--- config.mk ---
export PLATFORM = sky130hd
export DESIGN_NAME = plic
export DESIGN_NICKNAME = d
export VERILOG_FILES = /design/src/bus_pkg.sv /design/src/soc_map_pkg.sv /design/src/plic.sv
export SDC_FILE = /design/constraint.sdc
export NUM_CORES = 1
export LEC_CHECK = 0
export BUFFER_PORTS_ARGS = -buffer_cell sky130_fd_sc_hd__buf_4
export CORE_MARGIN = 2
export CORE_UTILIZATION = 40
export CTS_CLUSTER_SIZE = 14
export DETAILED_ROUTE_END_ITERATION = 8
export PLACE_DENSITY = 0.84
export SLEW_MARGIN = 10
export SYNTH_ARGS = -nofsm -noshare
export SYNTH_HDL_FRONTEND = slang
export SYNTH_SLANG_ARGS = --single-unit
export TNS_END_PERCENT = 20
--- constraint.sdc ---
create_clock -name CLOCK_50 -period 10.26 [get_ports CLOCK_50]
set_input_delay 1.539 -clock CLOCK_50 [delete_from_list [all_inputs] [get_ports CLOCK_50]]
set_output_delay 1.539 -clock CLOCK_50 [all_outputs]
set_load 0.005 [all_outputs]
--- src/bus_pkg.sv ---
package bus_pkg;

    typedef logic [63:0] addr_t;
    typedef logic [63:0] data_t;
    typedef logic [31:0] word_t;
    typedef logic [2:0]  prio_t;
    // one bit per plic source, bit 0 unused
    typedef logic [5:0]  irq_vec_t;

    // load codes, stores reuse 0..3 as sb sh sw sd
    typedef enum logic [2:0] {
        lb  = 3'b000,
        lh  = 3'b001,
        lw  = 3'b010,
        ld  = 3'b011,
        lbu = 3'b100,
        lhu = 3'b101,
        lwu = 3'b110
    } ls_type_e;

    // request from the cpu side
    typedef struct packed {
        addr_t    address;
        data_t    write_data;
        ls_type_e ls_type;
        logic     read_enable;
        logic     write_enable;
    } bus_req_t;

    // per target view, rd and wr already decoded
    typedef struct packed {
        logic     rd;
        logic     wr;
        addr_t    address;
        ls_type_e ls_type;
        data_t    write_data;
    } target_access_t;

endpackage

--- src/soc_map_pkg.sv ---
package soc_map_pkg;

    // data ram, 32-bit words
    localparam logic [63:0] ram_base  = 64'h0000_0000_8000_0000;
    localparam int          ram_words = 512;
    localparam int          ram_idx_w = $clog2(ram_words);
    localparam logic [63:0] ram_bytes = 64'(ram_words * 4);

    // clint timer registers
    localparam logic [63:0] mtimecmp_addr  = 64'h0000_0000_0200_4000;
    localparam logic [63:0] mtime_addr     = 64'h0000_0000_0200_bff8;
    localparam logic [63:0] mtimecmp_reset = 64'h0000_0000_8000_0000;

    // plic window and register offsets
    localparam logic [63:0] plic_base           = 64'h0000_0000_0c00_0000;
    localparam logic [63:0] plic_window         = 64'h0000_0000_0400_0000;
    localparam logic [63:0] plic_prio_stride    = 64'd4;
    localparam logic [63:0] plic_pending_addr   = plic_base + 64'h1000;
    localparam logic [63:0] plic_enable_addr    = plic_base + 64'h2000;
    localparam logic [63:0] plic_enable_stride  = 64'h80;
    localparam logic [63:0] plic_threshold_addr = plic_base + 64'h20_0000;
    localparam logic [63:0] plic_claim_addr     = plic_base + 64'h20_0004;
    // threshold and claim step per context
    localparam logic [63:0] plic_ctx_stride     = 64'h1000;

    // source ids 1..5, id 0 means no interrupt
    localparam int plic_sources  = 5;
    // context 0 machine mode, context 1 supervisor mode
    localparam int plic_contexts = 2;
    localparam int plic_id_w     = 3;

    // decoded bus target
    typedef enum logic [2:0] {
        tgt_none,
        tgt_ram,
        tgt_mtime,
        tgt_mtimecmp,
        tgt_plic
    } target_e;

endpackage
--- src/plic.sv ---
`timescale 1ns/1ps

module plic
    import bus_pkg::*;
    import soc_map_pkg::*;
(
    input  logic           CLOCK_50,
    input  logic           KEY0,
    input  target_access_t access,
    input  irq_vec_t       irq_src,
    output data_t          rdata,
    output logic           meip,
    output logic           seip
);

    prio_t                prio_reg  [1:plic_sources];
    irq_vec_t             pending;
    irq_vec_t             enable    [plic_contexts];
    prio_t                threshold [plic_contexts];
    logic [plic_id_w-1:0] claim_id  [plic_contexts];
    irq_vec_t             clr_mask;

    // claim search, strictly above threshold, lowest id wins a tie
    always_comb begin
        prio_t best;
        for (int c = 0; c < plic_contexts; c++) begin
            claim_id[c] = '0;
            best        = threshold[c];
            for (int id = 1; id <= plic_sources; id++) begin
                if (pending[id] && enable[c][id] && prio_reg[id] > best) begin
                    best        = prio_reg[id];
                    claim_id[c] = plic_id_w'(id);
                end
            end
        end
    end

    assign meip = (claim_id[0] != '0);
    assign seip = (claim_id[1] != '0);

    // read mux and pending clears from claim or complete
    always_comb begin
        rdata    = '0;
        clr_mask = '0;
        for (int id = 1; id <= plic_sources; id++) begin
            if (access.rd && access.address == plic_base + plic_prio_stride * id) begin
                rdata = data_t'(prio_reg[id]);
            end
        end
        if (access.rd && access.address == plic_pending_addr) begin
            rdata = data_t'(pending);
        end
        for (int c = 0; c < plic_contexts; c++) begin
            if (access.rd && access.address == plic_enable_addr + plic_enable_stride * c) begin
                rdata = data_t'(enable[c]);
            end
            if (access.rd && access.address == plic_threshold_addr + plic_ctx_stride * c) begin
                rdata = data_t'(threshold[c]);
            end
            if (access.address == plic_claim_addr + plic_ctx_stride * c) begin
                // claim hands out the id and retires it
                if (access.rd) begin
                    rdata                 = data_t'(claim_id[c]);
                    clr_mask[claim_id[c]] = 1'b1;
                end
                // complete names the id to drop
                for (int id = 1; id <= plic_sources; id++) begin
                    if (access.wr && access.write_data == data_t'(id)) begin
                        clr_mask[id] = 1'b1;
                    end
                end
            end
        end
    end

    always_ff @(posedge CLOCK_50 or negedge KEY0) begin
        if (!KEY0) begin
            pending <= '0;
            for (int id = 1; id <= plic_sources; id++) begin
                prio_reg[id] <= '0;
            end
            for (int c = 0; c < plic_contexts; c++) begin
                enable[c]    <= '0;
                threshold[c] <= '0;
            end
        end else begin
            // clear beats set, bit 0 never pending
            pending <= (pending | {irq_src[plic_sources:1], 1'b0}) & ~clr_mask;
            if (access.wr) begin
                for (int id = 1; id <= plic_sources; id++) begin
                    if (access.address == plic_base + plic_prio_stride * id) begin
                        prio_reg[id] <= prio_t'(access.write_data);
                    end
                end
                for (int c = 0; c < plic_contexts; c++) begin
                    if (access.address == plic_enable_addr + plic_enable_stride * c) begin
                        enable[c] <= {access.write_data[plic_sources:1], 1'b0};
                    end
                    if (access.address == plic_threshold_addr + plic_ctx_stride * c) begin
                        threshold[c] <= prio_t'(access.write_data);
                    end
                end
            end
        end
    end

endmodule

==> impl_metrics.ini <==
[layout]
largest_reg_flops = 15
nFillCells = 932
final_cell_area_um2 = 5240
finalNetCount = 795
area_growth_pct = 28.7
antenna-diode-count = 0
drive_gt1_frac = 0.326
fin_cells = 762

[floorplanning]
io_pins = 207
start_util = 0.415
die-area_um2 = 11000
num_rows = 36
die_x_um = 105
die_h_um = 105
fp.coreArea_um2 = 9820

[synthesis]
syn_area_um2 = 4070
yosys.area_share.simple = 0.291
yosysSeqAreaShare = 0.227
synth-adder-area-share = 0.0799
synth_flop_cell = dfrtp_1
syn_avg_cell_area_um2 = 8.56
async_flop_share = 1.00
synth-compound-area-share = 0.159
ys.warnings.count = 0
synth_top_family_by_area = simple AND/OR/NAND/NOR gates
synth_xor_area_frac = 0
synthMuxAreaShare = 0.107
synthCells = 476
synth_enable_flop_cells = 0
synth_cell_type_count = 67
synth-seq-cells = 37

[critical_path]
path_class = register to primary output
crit_path_start = prio_reg[13]
required_ns = 8.72
start_kind = register
crit_arrival_ns = 8.28
r2r_start = prio_reg[13]
critical_path.most_common_cell = ha_1
endpoint_kind = primary output
crit_slowest_cell = dfrtp_1
crit_path_max_incr_delay_ns = 0.51
critPathMaxFanout = 8

[global_route]
antenna_found_initial = 0
grt_start_max_net_pins = 38
grt_pass1_wl_um = 22000
grt_use_total = 0.248
grt-ovfl-total = 0
grt_pass1_vias = 4391

[power_and_ir_drop]
leakage_nw = 2.35
irDropWorstVdd_v = 0.0000449
power_density_nw_per_um2 = 65.7

[sta]
rsz0062_at_grt = no
fin_setup_tns_ns = 0
period_needed_ns = 9.82
clock_skew_ns = 0.00875
setup_viol = 0
hold_viol = 0
drv_slew = 0
period_share = 0.957
slew_headroom = 0.449
tightest_slew_ns = 0.815
fmax_ghz = 0.102

[placed_design]
placed_area_um2 = 5120
io_buffers = 144
hpwlAfterDp_um = 11100
place_inst = 754
gp_congestion = 0.973

[clock_network]
cts_tree = yes
cts-hold-fix-buffers = 0
numCtsBuffers = 5
cts_setup_buffers = 0
insertion_delay_ns = 0.29
clkTransAtPathRegs_ns = 0.08
clock-sinks = 37
cts_htree_levels = 2
cts_buffer_depth = 2
cts_root_buffer = clkbuf_8

[min_path]
hold_start = enable[2]
hp-class = register to register

[drt]
first_pass_iters = 5
postRouteAntennaNets = 0
drc = 0
viasPerCell = 5.72
route.detailed.wl_per_inst_um = 17.7
vias = 4356
first_iter_violations = 318
wl_um = 13500

[outcome]
status = completed

[job]
maxCapViolCount = 0
-- path summary, 6_finish.rpt --
| kind | cells past startpoint | slack, ns | endpoint |
|---|---|---|---|
| setup reg to reg | 32 | 2.39 | pending[1] |
| min in group asynchronous | 1 | 1.22 | threshold[0] |
| max in group asynchronous | 1 | 8.70 | pending[2] |
| setup / recovery | 34 | 0.44 | rdata[2] |
| hold reg to reg | 2 | 0.53 | enable[2] |
| hold / removal | 2 | 0.53 | enable[2] |
-- per-layer routing --
metal | global-route usage | part of all wire | up-vias | wire, um
li1 | - | - | 2012 | -
met1 | 0.290 | 0.38 | 2029 | 5150
met2 | 0.442 | 0.50 | 270 | 6760
met3 | 0.0356 | 0.074 | 45 | 1000
met4 | 0.118 | 0.041 | 0 | 557
met5 | 0 | 0 | - | 0
-- where the power goes --
group          total [mW]          switching, mW  internal, mW
clock               0.133                 0.0541        0.0793
sequential          0.146  0.0000000000000000718         0.146
combinational      0.0653                 0.0286        0.0367
-- cells by family after synthesis --
| family | after synthesis |
|---|---|
| flops | 37 |
| fa+ha+maj | 26 |
| other cells | 1 |
| mux | 39 |
| buf+inv | 89 |
| compound gates | 86 |
| simple gates | 198 |
-- cells in the final DEF (no fill, tap or decap), types with 3 or more instances in the layout --
master and count:
nor2b_1 7, nand4_1 21, nand2_1 40, a31oi_1 6
and3_1 6, o21ai_0 19, nor4_1 32, and4_1 3
a222oi_1 3, a21o_1 3, o21ai_1 3, a21oi_1 11
clkbuf_8 6, nand3_1 19, a221oi_1 5, o21a_1 3
mux2i_1 10, dfrtp_1 37, o311ai_1 3, ha_1 26
mux2_2 27, nor3b_1 4, nor4_4 5, nand2b_1 3
nor3_1 8, nor2_1 27, inv_1 29, conb_1 58
nor4b_1 5, buf_4 148, o22ai_1 4
-- through the flow --
| stage | setup slack (ns) | total power [mW] | hold WS [ns] | util |
|---|---|---|---|---|
| 2_1_floorplan | 1.76 | 0.177 | 0.468 | - |
| 3_3_place_gp | 0.987 | 0.212 | 0.498 | 0.521 |
| 3_5_place_dp | 0.773 | 0.213 | 0.506 | 0.521 |
| 4_1_cts | 0.390 | 0.346 | 0.529 | 0.533 |
| 5_1_grt | 0.0917 | 0.357 | 0.566 | 0.534 |
| 6_report | 0.441 | 0.344 | 0.531 | 0.534 |
-- worst max-delay path: cells and delay by family, from the launching register on --
kind            cells  cell delay, ns
compound gates      9            1.77
fa+ha+maj           5            1.50
buf+inv             1            0.15
flops               1            0.51
mux                 5            1.59
simple gates       14            2.48
-- synth_stat cells (4+ instances only) --
library cell / instances / area (um2)
a21oi_1: 12 / 60.1
a221oi_1: 5 / 43.8
a31oi_1: 6 / 37.5
and3_1: 6 / 37.5
buf_4: 58 / 435
dfrtp_1: 37 / 926
ha_1: 26 / 325
inv_1: 29 / 109
mux2_2: 27 / 304
mux2i_1: 10 / 100
nand2_1: 40 / 150
nand3_1: 19 / 95.1
nand4_1: 21 / 131
nor2_1: 27 / 101
nor2b_1: 7 / 43.8
nor3_1: 8 / 40.0
nor3b_1: 4 / 30.0
nor4_1: 32 / 200
nor4_4: 5 / 106
nor4b_1: 5 / 43.8
o21ai_0: 19 / 95.1
o22ai_1: 4 / 25.0
-- timing repair --
| item | CTS | global route |
|---|---|---|
| hold endpoints to repair | 0 | 0 |
| endpoints found under the setup margin | 0 | 1 |
| resized for setup | 0 | 1 |
-- area by class of cell --
| type | instances | area, um2 | share of cell area |
|---|---|---|---|
| clock buffers | 7 | 86.3 | 0.0165 |
| clock inverters | 1 | 30.0 | 0.00573 |
| inverters | 29 | 109 | 0.0208 |
| multi-input cells | 407 | 2810 | 0.537 |
| flip-flops and latches | 37 | 926 | 0.177 |
| well taps | 133 | 166 | 0.0318 |
| repair buffers | 148 | 1110 | 0.212 |
Power figures use the tool's default switching activity.
