`config.mk`:
```
export PLATFORM = sky130hd
export DESIGN_NAME = bus_sequencer
export DESIGN_NICKNAME = d
export VERILOG_FILES = /design/src/bus_pkg.sv /design/src/soc_map_pkg.sv /design/src/bus_sequencer.sv
export SDC_FILE = /design/constraint.sdc
export NUM_CORES = 1
export LEC_CHECK = 0
export ABC_AREA = 1
export ABC_CLOCK_PERIOD_IN_PS = 1900
export BUFFER_PORTS_ARGS = -buffer_cell sky130_fd_sc_hd__buf_2
export CAP_MARGIN = 10
export CORE_AREA = 3 3 279 281
export CTS_CLUSTER_SIZE = 24
export DETAILED_ROUTE_END_ITERATION = 7
export DIE_AREA = 0 0 282 284
export PLACE_DENSITY_LB_ADDON = 0.2
export SLEW_MARGIN = 20
export SYNTH_ARGS = -nofsm -noshare
export SYNTH_HDL_FRONTEND = slang
export SYNTH_SLANG_ARGS = --single-unit
```
`constraint.sdc`:
```
create_clock -name CLOCK_50 -period 1.9 [get_ports CLOCK_50]
set_input_delay 0.38 -clock CLOCK_50 [delete_from_list [all_inputs] [get_ports CLOCK_50]]
set_output_delay 0.38 -clock CLOCK_50 [all_outputs]
set_load 0.01 [all_outputs]
```
`src/bus_pkg.sv`:
```
package bus_pkg;

    typedef logic [63:0] addr_t;
    typedef logic [63:0] data_t;
    typedef logic [31:0] word_t;
    typedef logic [2:0]  prio_t;
    // one bit per plic source, bit 0 unused
    typedef logic [5:0]  irq_vec_t;

    // load codes, stores reuse 0..3 as sb sh sw sd
    typedef enum logic [2:0] {
        lb  = 3'b000,
        lh  = 3'b001,
        lw  = 3'b010,
        ld  = 3'b011,
        lbu = 3'b100,
        lhu = 3'b101,
        lwu = 3'b110
    } ls_type_e;

    // request from the cpu side
    typedef struct packed {
        addr_t    address;
        data_t    write_data;
        ls_type_e ls_type;
        logic     read_enable;
        logic     write_enable;
    } bus_req_t;

    // per target view, rd and wr already decoded
    typedef struct packed {
        logic     rd;
        logic     wr;
        addr_t    address;
        ls_type_e ls_type;
        data_t    write_data;
    } target_access_t;

endpackage

```
`src/soc_map_pkg.sv`:
```
package soc_map_pkg;

    // data ram, 32-bit words
    localparam logic [63:0] ram_base  = 64'h0000_0000_8000_0000;
    localparam int          ram_words = 512;
    localparam int          ram_idx_w = $clog2(ram_words);
    localparam logic [63:0] ram_bytes = 64'(ram_words * 4);

    // clint timer registers
    localparam logic [63:0] mtimecmp_addr  = 64'h0000_0000_0200_4000;
    localparam logic [63:0] mtime_addr     = 64'h0000_0000_0200_bff8;
    localparam logic [63:0] mtimecmp_reset = 64'h0000_0000_8000_0000;

    // plic window and register offsets
    localparam logic [63:0] plic_base           = 64'h0000_0000_0c00_0000;
    localparam logic [63:0] plic_window         = 64'h0000_0000_0400_0000;
    localparam logic [63:0] plic_prio_stride    = 64'd4;
    localparam logic [63:0] plic_pending_addr   = plic_base + 64'h1000;
    localparam logic [63:0] plic_enable_addr    = plic_base + 64'h2000;
    localparam logic [63:0] plic_enable_stride  = 64'h80;
    localparam logic [63:0] plic_threshold_addr = plic_base + 64'h20_0000;
    localparam logic [63:0] plic_claim_addr     = plic_base + 64'h20_0004;
    // threshold and claim step per context
    localparam logic [63:0] plic_ctx_stride     = 64'h1000;

    // source ids 1..5, id 0 means no interrupt
    localparam int plic_sources  = 5;
    // context 0 machine mode, context 1 supervisor mode
    localparam int plic_contexts = 2;
    localparam int plic_id_w     = 3;

    // decoded bus target
    typedef enum logic [2:0] {
        tgt_none,
        tgt_ram,
        tgt_mtime,
        tgt_mtimecmp,
        tgt_plic
    } target_e;

endpackage
```
`src/bus_sequencer.sv`:
```
`timescale 1ns/1ps

module bus_sequencer
    import bus_pkg::*;
    import soc_map_pkg::*;
(
    input  logic           CLOCK_50,
    input  logic           KEY0,
    input  bus_req_t       bus_req,
    input  data_t          mtime,
    input  data_t          ram_rdata,
    input  data_t          plic_rdata,
    output target_access_t ram_access,
    output target_access_t plic_access,
    output data_t          read_data,
    output logic           read_done,
    output logic           write_done,
    output data_t          mtimecmp
);

    target_e target;
    logic    rd_fire;
    logic    wr_fire;
    data_t   rd_value;

    // address decode
    always_comb begin
        target = tgt_none;
        if (bus_req.address >= ram_base && bus_req.address < ram_base + ram_bytes) begin
            target = tgt_ram;
        end else if (bus_req.address == mtime_addr) begin
            target = tgt_mtime;
        end else if (bus_req.address == mtimecmp_addr) begin
            target = tgt_mtimecmp;
        end else if (bus_req.address >= plic_base &&
                     bus_req.address < plic_base + plic_window) begin
            // whole window, plic sorts out its own offsets
            target = tgt_plic;
        end
    end

    // completion cycle: enable gone, done still low
    assign rd_fire = !bus_req.read_enable && !read_done;
    assign wr_fire = !bus_req.write_enable && !write_done;

    // fan out, strobes only toward the decoded target
    always_comb begin
        ram_access.rd          = rd_fire && (target == tgt_ram);
        ram_access.wr          = wr_fire && (target == tgt_ram);
        ram_access.address     = bus_req.address;
        ram_access.ls_type     = bus_req.ls_type;
        ram_access.write_data  = bus_req.write_data;
        plic_access.rd         = rd_fire && (target == tgt_plic);
        plic_access.wr         = wr_fire && (target == tgt_plic);
        plic_access.address    = bus_req.address;
        plic_access.ls_type    = bus_req.ls_type;
        plic_access.write_data = bus_req.write_data;
    end

    // read return select, unmapped gives zero
    always_comb begin
        case (target)
            tgt_ram:      rd_value = ram_rdata;
            tgt_mtime:    rd_value = mtime;
            tgt_mtimecmp: rd_value = mtimecmp;
            tgt_plic:     rd_value = plic_rdata;
            default:      rd_value = '0;
        endcase
    end

    always_ff @(posedge CLOCK_50 or negedge KEY0) begin
        if (!KEY0) begin
            read_done  <= 1'b1;
            write_done <= 1'b1;
            read_data  <= '0;
            mtimecmp   <= mtimecmp_reset;
        end else begin
            // enable sampled high, drop done
            if (bus_req.read_enable) begin
                read_done <= 1'b0;
            end else if (rd_fire) begin
                read_data <= rd_value;
                read_done <= 1'b1;
            end
            if (bus_req.write_enable) begin
                write_done <= 1'b0;
            end else if (wr_fire) begin
                write_done <= 1'b1;
            end
            // timer compare takes the full doubleword
            if (wr_fire && target == tgt_mtimecmp) begin
                mtimecmp <= bus_req.write_data;
            end
        end
    end

endmodule

```
==> results.yml, run 1 <==
timing:
  hold_viol: 0
  fin_setup_tns_ns: 0
  finClkSkew_ns: 0.01150
  setup_viol: 0
  max_freq_mhz: 549.9
  finalCritPeriodShare: 0.9570
  max_slew_margin: 0.6553
  drv_slew: 0
  worst_slew_pin_slew_ns: 0.5170
  fin_ws_ns: 0.08164
  timing.final.crit_period_ns: 1.818
min_path:
  hp-start: "bus_req[36]"
  min_path_type: "in2reg"
yosys:
  syn_inst: 1290
  synth_fp_nets: 1617
  synth.cell_area_um2: 9236
  ys_ff_latch: 130
  ys_seq_area_frac: 0.3526
  synth_area_per_cell_um2: 7.160
  yosys_warnings: 0
  yosysUniqueCellTypes: 14
clock_tree:
  ctsHtreeMaxLevel: 4
  insertion_delay_ns: 0.47
  clockBufferDepth: 2
  cts_made_buffers: 17
  clk_pin_slew_ns: 0.07
  clkSinkCount: 130
  cts_tree: "yes"
  cts-root-buf: "clkbuf_16"
global_route:
  gr-usage-all-layers: 0.1165
  grt_pass1_wl_mm: 69.21
  overflow: 0
  antenna_found_initial: 9
  grt_max_degree: 85
  grt_pass1_vias: 10736
power:
  total_power_mw: 7.194
  cellLeakagePower_nw: 7.401
  power.density_nw_per_um2: 527.3
  peakVddDrop_mv: 0.3635
floorplanning:
  boundaryPins: 723
  dieArea_um2: 80090
  initial_core_util: 0.1220
  fp.coreArea_um2: 75700
  chipWidth_um: 282
  rows: 101
  fp.dieH_um: 284
critical_path:
  reg2reg_from: "read_done"
  worstPathArrival_ns: 2.16
  crit_path_end_kind: "flop"
  worst-endpoint-required_ns: 2.24
  critPathKind: "in2reg"
  critPathLaunch: "bus_req[131]"
  cp-start-kind: "input port"
  cp_max_fo: 84
placed_design:
  portBuffers: 713
  dpl_cell_area_um2: 12790
  dp.cells: 2743
  post-place-ws_ns: -0.3450
  dp_hpwl_mm: 39.43
  gp_congestion: 0.8410
status:
  status: "complete, no violations"
route:
  drc: 0
  wl_mm: 48.58
  avgViaCountPerCell: 3.736
  vias: 10416
  ant_nets: 0
  firstDrtPassIters: 5
  wl_per_cell_um: 17.43
  initialDrtViolationCount: 524
finish:
  area_delta_synth_final_pct: 47.72
  final_cell_count_no_fill: 2788
  drive_gt1_frac: 0.4972
  nets: 2118
  fin_area_um2: 13640
job:
  maxCapViolations: 0
## per-stage QoR
stage / util / hold slack (ns)
after floorplan: - / 0.08441
after global placement: 0.1690 / 0.3747
after detailed placement: 0.1690 / 0.3664
after CTS: 0.1776 / 0.1029
after global routing: 0.1802 / 0.1332
final: 0.1803 / 0.1671
## cells in the final DEF (no fill, tap or decap), types with 2 or more instances in the layout
| cell type | n |
|---|---|
| inv_2 | 2 |
| nand4_1 | 66 |
| buf_2 | 695 |
| nand2_1 | 285 |
| buf_6 | 13 |
| nand3_1 | 257 |
| clkinv_2 | 2 |
| dfrtp_1 | 127 |
| buf_4 | 97 |
| nand2_2 | 4 |
| nor2_2 | 9 |
| nor2_1 | 31 |
| dfstp_2 | 3 |
| inv_1 | 74 |
| inv_6 | 4 |
| o21ai_0 | 64 |
| buf_12 | 19 |
| clkbuf_16 | 17 |
| dlygate4sd3_1 | 3 |
| nor2_4 | 18 |
| diode_2 | 6 |
| clkinvlp_4 | 7 |
## power by group
group          switching [mW]  total, mW  internal, mW  leakage, nW
clock                    1.48       3.19          1.71        0.248
combinational           0.664       1.23         0.567         5.35
sequential            0.00110       2.77          2.77         1.81
## cell usage after synthesis
cell type / number / share of area
clkbuf_1: 34 / 0.014
nand3_1: 258 / 0.14
nor2_4: 2 / 0.0024
o21ai_0: 64 / 0.035
nand4_1: 66 / 0.045
dfrtp_1: 127 / 0.34
buf_2: 45 / 0.024
buf_4: 262 / 0.21
dfstp_2: 3 / 0.0085
or2_2: 1 / 0.00068
nor2_1: 56 / 0.023
nand2_1: 291 / 0.12
inv_1: 76 / 0.031
buf_1: 5 / 0.0020
## worst max-delay path: stages
cell and delay (ns):
buf_2 0.12, nor2_2 0.09, nand2_2 0.07, nor2_2 0.11, nand2_2 0.08, nor2_4 0.13
buf_12 0.13, buf_4 0.19, buf_12 0.18, nand3_4 0.11, buf_12 0.19, nand2_1 0.15
o21ai_0 0.09
## registers in the layout (all words and copies together) (netlist names)
| register | cells |
|---|---|
| mtimecmp | 64 |
| read_data | 64 |
| read_done | 1 |
| write_done | 1 |
## cell type report
class / instances / area (um^2)
clock buffers: 18 / 439.2
inverters: 76 / 285.3
repair buffers: 828 / 4771
multi-input cells: 738 / 3547
fillers: 8776 / 62050
clock inverters: 14 / 106.4
well taps: 978 / 1224
diodes: 6 / 15.01
flip-flops and latches: 130 / 3257
## worst paths after layout
check	to	slack (ns)	cells past startpoint
max in group asynchronous	read_done	0.86	3
setup reg to reg	read_data[45]	0.19	5
hold reg to reg	read_data[37]	0.47	2
hold / removal	mtimecmp[31]	0.17	3
min in group asynchronous	read_data[36]	0.44	2
setup / recovery	mtimecmp[24]	0.08	13
## cells by family (layout without fill, tap and decap cells)
group / after synthesis / in the layout / synth area share
simple gates: 674 / 674 / 0.3286
flops: 130 / 130 / 0.3526
buf+inv: 422 / 936 / 0.2841
compound gates: 64 / 64 / 0.03468
other cells: 0 / 6 / 0
## per-layer routing
layer | track usage | share of wire | vias to the layer above
li1 | - | - | 4959
met1 | 0.1336 | 0.40 | 4945
met5 | 0 | 0.00047 | -
met4 | 0.04457 | 0.020 | 4
met2 | 0.2090 | 0.51 | 462
met3 | 0.02550 | 0.064 | 46
## repair_timing
item,in CTS,in global routing
gates cloned,0,0
hold buffers,3,0
buffers inserted,3,5
setup endpoints to repair,4,55
pin swaps,8,33
hold endpoints to repair,28,0
gates resized for setup,20,46
No activity file was read; power rests on OpenSTA's default activity.
==> run 2: changes to the inputs <==
- ABC_AREA: 1 -> 0
- CORE_AREA: 3 3 279 281 -> 3 3 276 278
- DIE_AREA: 0 0 282 284 -> 0 0 279 281
==> results.yml, run 2 <==
status:
  status: "finished with violations"
  violations: "setup timing"
finish:
  final_cell_mix: "buf_2, inv_1, dfrtp_1"
  area_delta_synth_final_pct: 57.72
  utilization: 0.2045
  drive_gt1_frac: 0.6127
  nets: 1977
  fin_area_um2: 15170
  n_antenna_cell: 0
  final_common_cell: "buf_2"
  top_regs: "mtimecmp x64, read_data x64"
clock_tree:
  cts_tree: "yes"
  clk_pin_slew_ns: 0.07
  clockBufferDepth: 2
  cts-root-buf: "clkbuf_16"
  clkSinkCount: 130
  insertion_delay_ns: 0.47
  ctsHtreeMaxLevel: 4
  cts_made_buffers: 17
timing:
  fin_setup_tns_ns: -18.12
  max_freq_mhz: 447.8
  worst_slew_pin_slew_ns: 0.6343
  finalCritPeriodShare: 1.175
  timing.final.crit_period_ns: 2.233
  timing.hold.ws_ns: 0.1519
  rsz0062_at_grt: "true"
  max_slew_margin: 0.5772
  drv_slew: 0
  fin_ws_ns: -0.3332
  finClkSkew_ns: 0.02090
  hold_viol: 0
  setup_viol: 125
yosys:
  synth_fp_nets: 1418
  yosys_warnings: 0
  synth.cell_area_um2: 9620
  ys.flop_type: "dfrtp_1"
  yosysUniqueCellTypes: 35
  syn_inst: 1091
  ys_ff_latch: 130
  yosys.area.top_type_share: 0.3303
  synth_area_per_cell_um2: 8.818
  yosys.area.top_type: "dfrtp_1"
  synth-edff-count: 0
  synth_area_leaders: "dfrtp_1, buf_4, mux2_1, nor3_1, a221oi_1"
  async_flop_share: 1.000
  synth_most_common_cell: "buf_4"
  ys_seq_area_frac: 0.3385
  synthTopCellsByCount: "buf_4, inv_1, nor3_1"
critical_path:
  critPathKind: "in2out"
  cp_max_fo: 4
  cp-start-kind: "input port"
  critPathLaunch: "bus_req[131]"
  r2r_end: "read_data[41]"
  worstPathArrival_ns: 1.85
  crit_path_end_kind: "output pin"
  r2r_setup_slack_ns: 0.06
  reg2reg_depth: 4
  worst-endpoint-required_ns: 1.52
  reg2reg_from: "read_done"
global_route:
  grt_pass1_vias: 9916
  grt_pass1_wl_mm: 70.04
  gr-usage-met3: 0.02866
  antenna_found_initial: 3
  grt_busiest_layer: "met2"
  use_met1: 0.1497
  overflow: 0
  grt_max_degree: 56
  gr-usage-all-layers: 0.1229
  use_met2: 0.2179
route:
  ant_nets: 0
  firstDrtPassIters: 4
  wl_per_cell_um: 20.84
  avgViaCountPerCell: 3.748
  vias: 9866
  initialDrtViolationCount: 351
  drc: 0
  wl_mm: 54.84
power:
  cellLeakagePower_nw: 7.505
  power.density_nw_per_um2: 546.0
  total_power_mw: 8.285
  peakVddDrop_mv: 0.4505
floorplanning:
  dieArea_um2: 78400
  fp.coreArea_um2: 74200
  rows: 100
  fp.dieH_um: 281
  chipWidth_um: 279
  initial_core_util: 0.1297
  boundaryPins: 723
min_path:
  hp-start: "bus_req[47]"
  min_path_type: "in2reg"
  hold_path_depth: 2
  holdPathEnd: "mtimecmp[42]"
placed_design:
  gp_congestion: 0.8521
  dpl_cell_area_um2: 13320
  dp_hpwl_mm: 39.86
  portBuffers: 713
job:
  maxCapViolations: 0
run 2: cell types whose count changed after synthesis, moves of 11 or more:
cell,change
nor2_1,+11
nor3_1,+130
nand3_1,-258
mux2_1,+60
o21ai_1,+15
o21ai_0,-14
nand2_1,-288
nand4_1,-62
a211oi_2,+34
buf_2,-24
a221oi_1,+64
a211oi_1,+31
inv_1,+54
run 2: layout make-up:
type | count | area, um^2
flip-flops and latches | 130 | 3257
clock inverters | 13 | 152.6
multi-input cells | 495 | 3999
inverters | 130 | 488.0
clock buffers | 19 | 432.9
well taps | 969 | 1212
repair buffers | 876 | 5632
fillers | 8300 | 59020
run 2: cell families after synthesis:
kind of cell	share of synthesized area
AO/OA/AOI/OAI	0.1622
AND/OR/NAND/NOR	0.1290
buffers and inverters	0.2954
multiplexers	0.07491
flip-flops	0.3385
run 2: critical path, cell delays in order:
cell     delay, ns
buf_2         0.13
nor4_4        0.28
nand4_2       0.16
buf_6         0.17
nor4_4        0.23
buf_4         0.18
nor3b_4       0.19
buf_6         0.13
run 2: what timing repair did:
action                                  in CTS  in global routing
gates resized for setup                     27                121
setup buffers                               14                 18
hold endpoints to repair                    17                  0
gates cloned                                 2                 19
pin swaps                                   11                 50
endpoints found under the setup margin      11                132
hold buffers                                 1                  0
run 2: how the worst max path moves through the flow:
stage,slack (ns),cells after the start,endpoint
3_3_place_gp,-0.63,8,read_data[35]
4_1_cts,-0.38,8,plic_access[131]
5_1_grt,-0.47,8,ram_access[131]
3_5_place_dp,-0.60,8,read_data[35]
6_report,-0.33,8,ram_access[131]
2_1_floorplan,-0.18,6,ram_access[131]
run 2: layer usage:
layer | up-vias | share of wire
li1 | 4633 | -
met1 | 4791 | 0.41
met2 | 407 | 0.52
met3 | 35 | 0.056
met4 | 0 | 0.016
met5 | - | 0
run 2: per-stage QoR:
step,setup slack (ns),std cells
after floorplan,-0.1828,1091
after global placement,-0.6256,2548
after detailed placement,-0.6037,2548
after CTS,-0.3843,2597
after global routing,-0.4745,2632
final,-0.3332,2632
run 2: power by group:
| group | leakage, nW | internal (mW) | switching (mW) | total, mW |
|---|---|---|---|---|
| clock | 0.269 | 1.96 | 1.58 | 3.54 |
| combinational | 5.47 | 0.797 | 1.02 | 1.82 |
| sequential | 1.76 | 2.87 | 0.0618 | 2.93 |
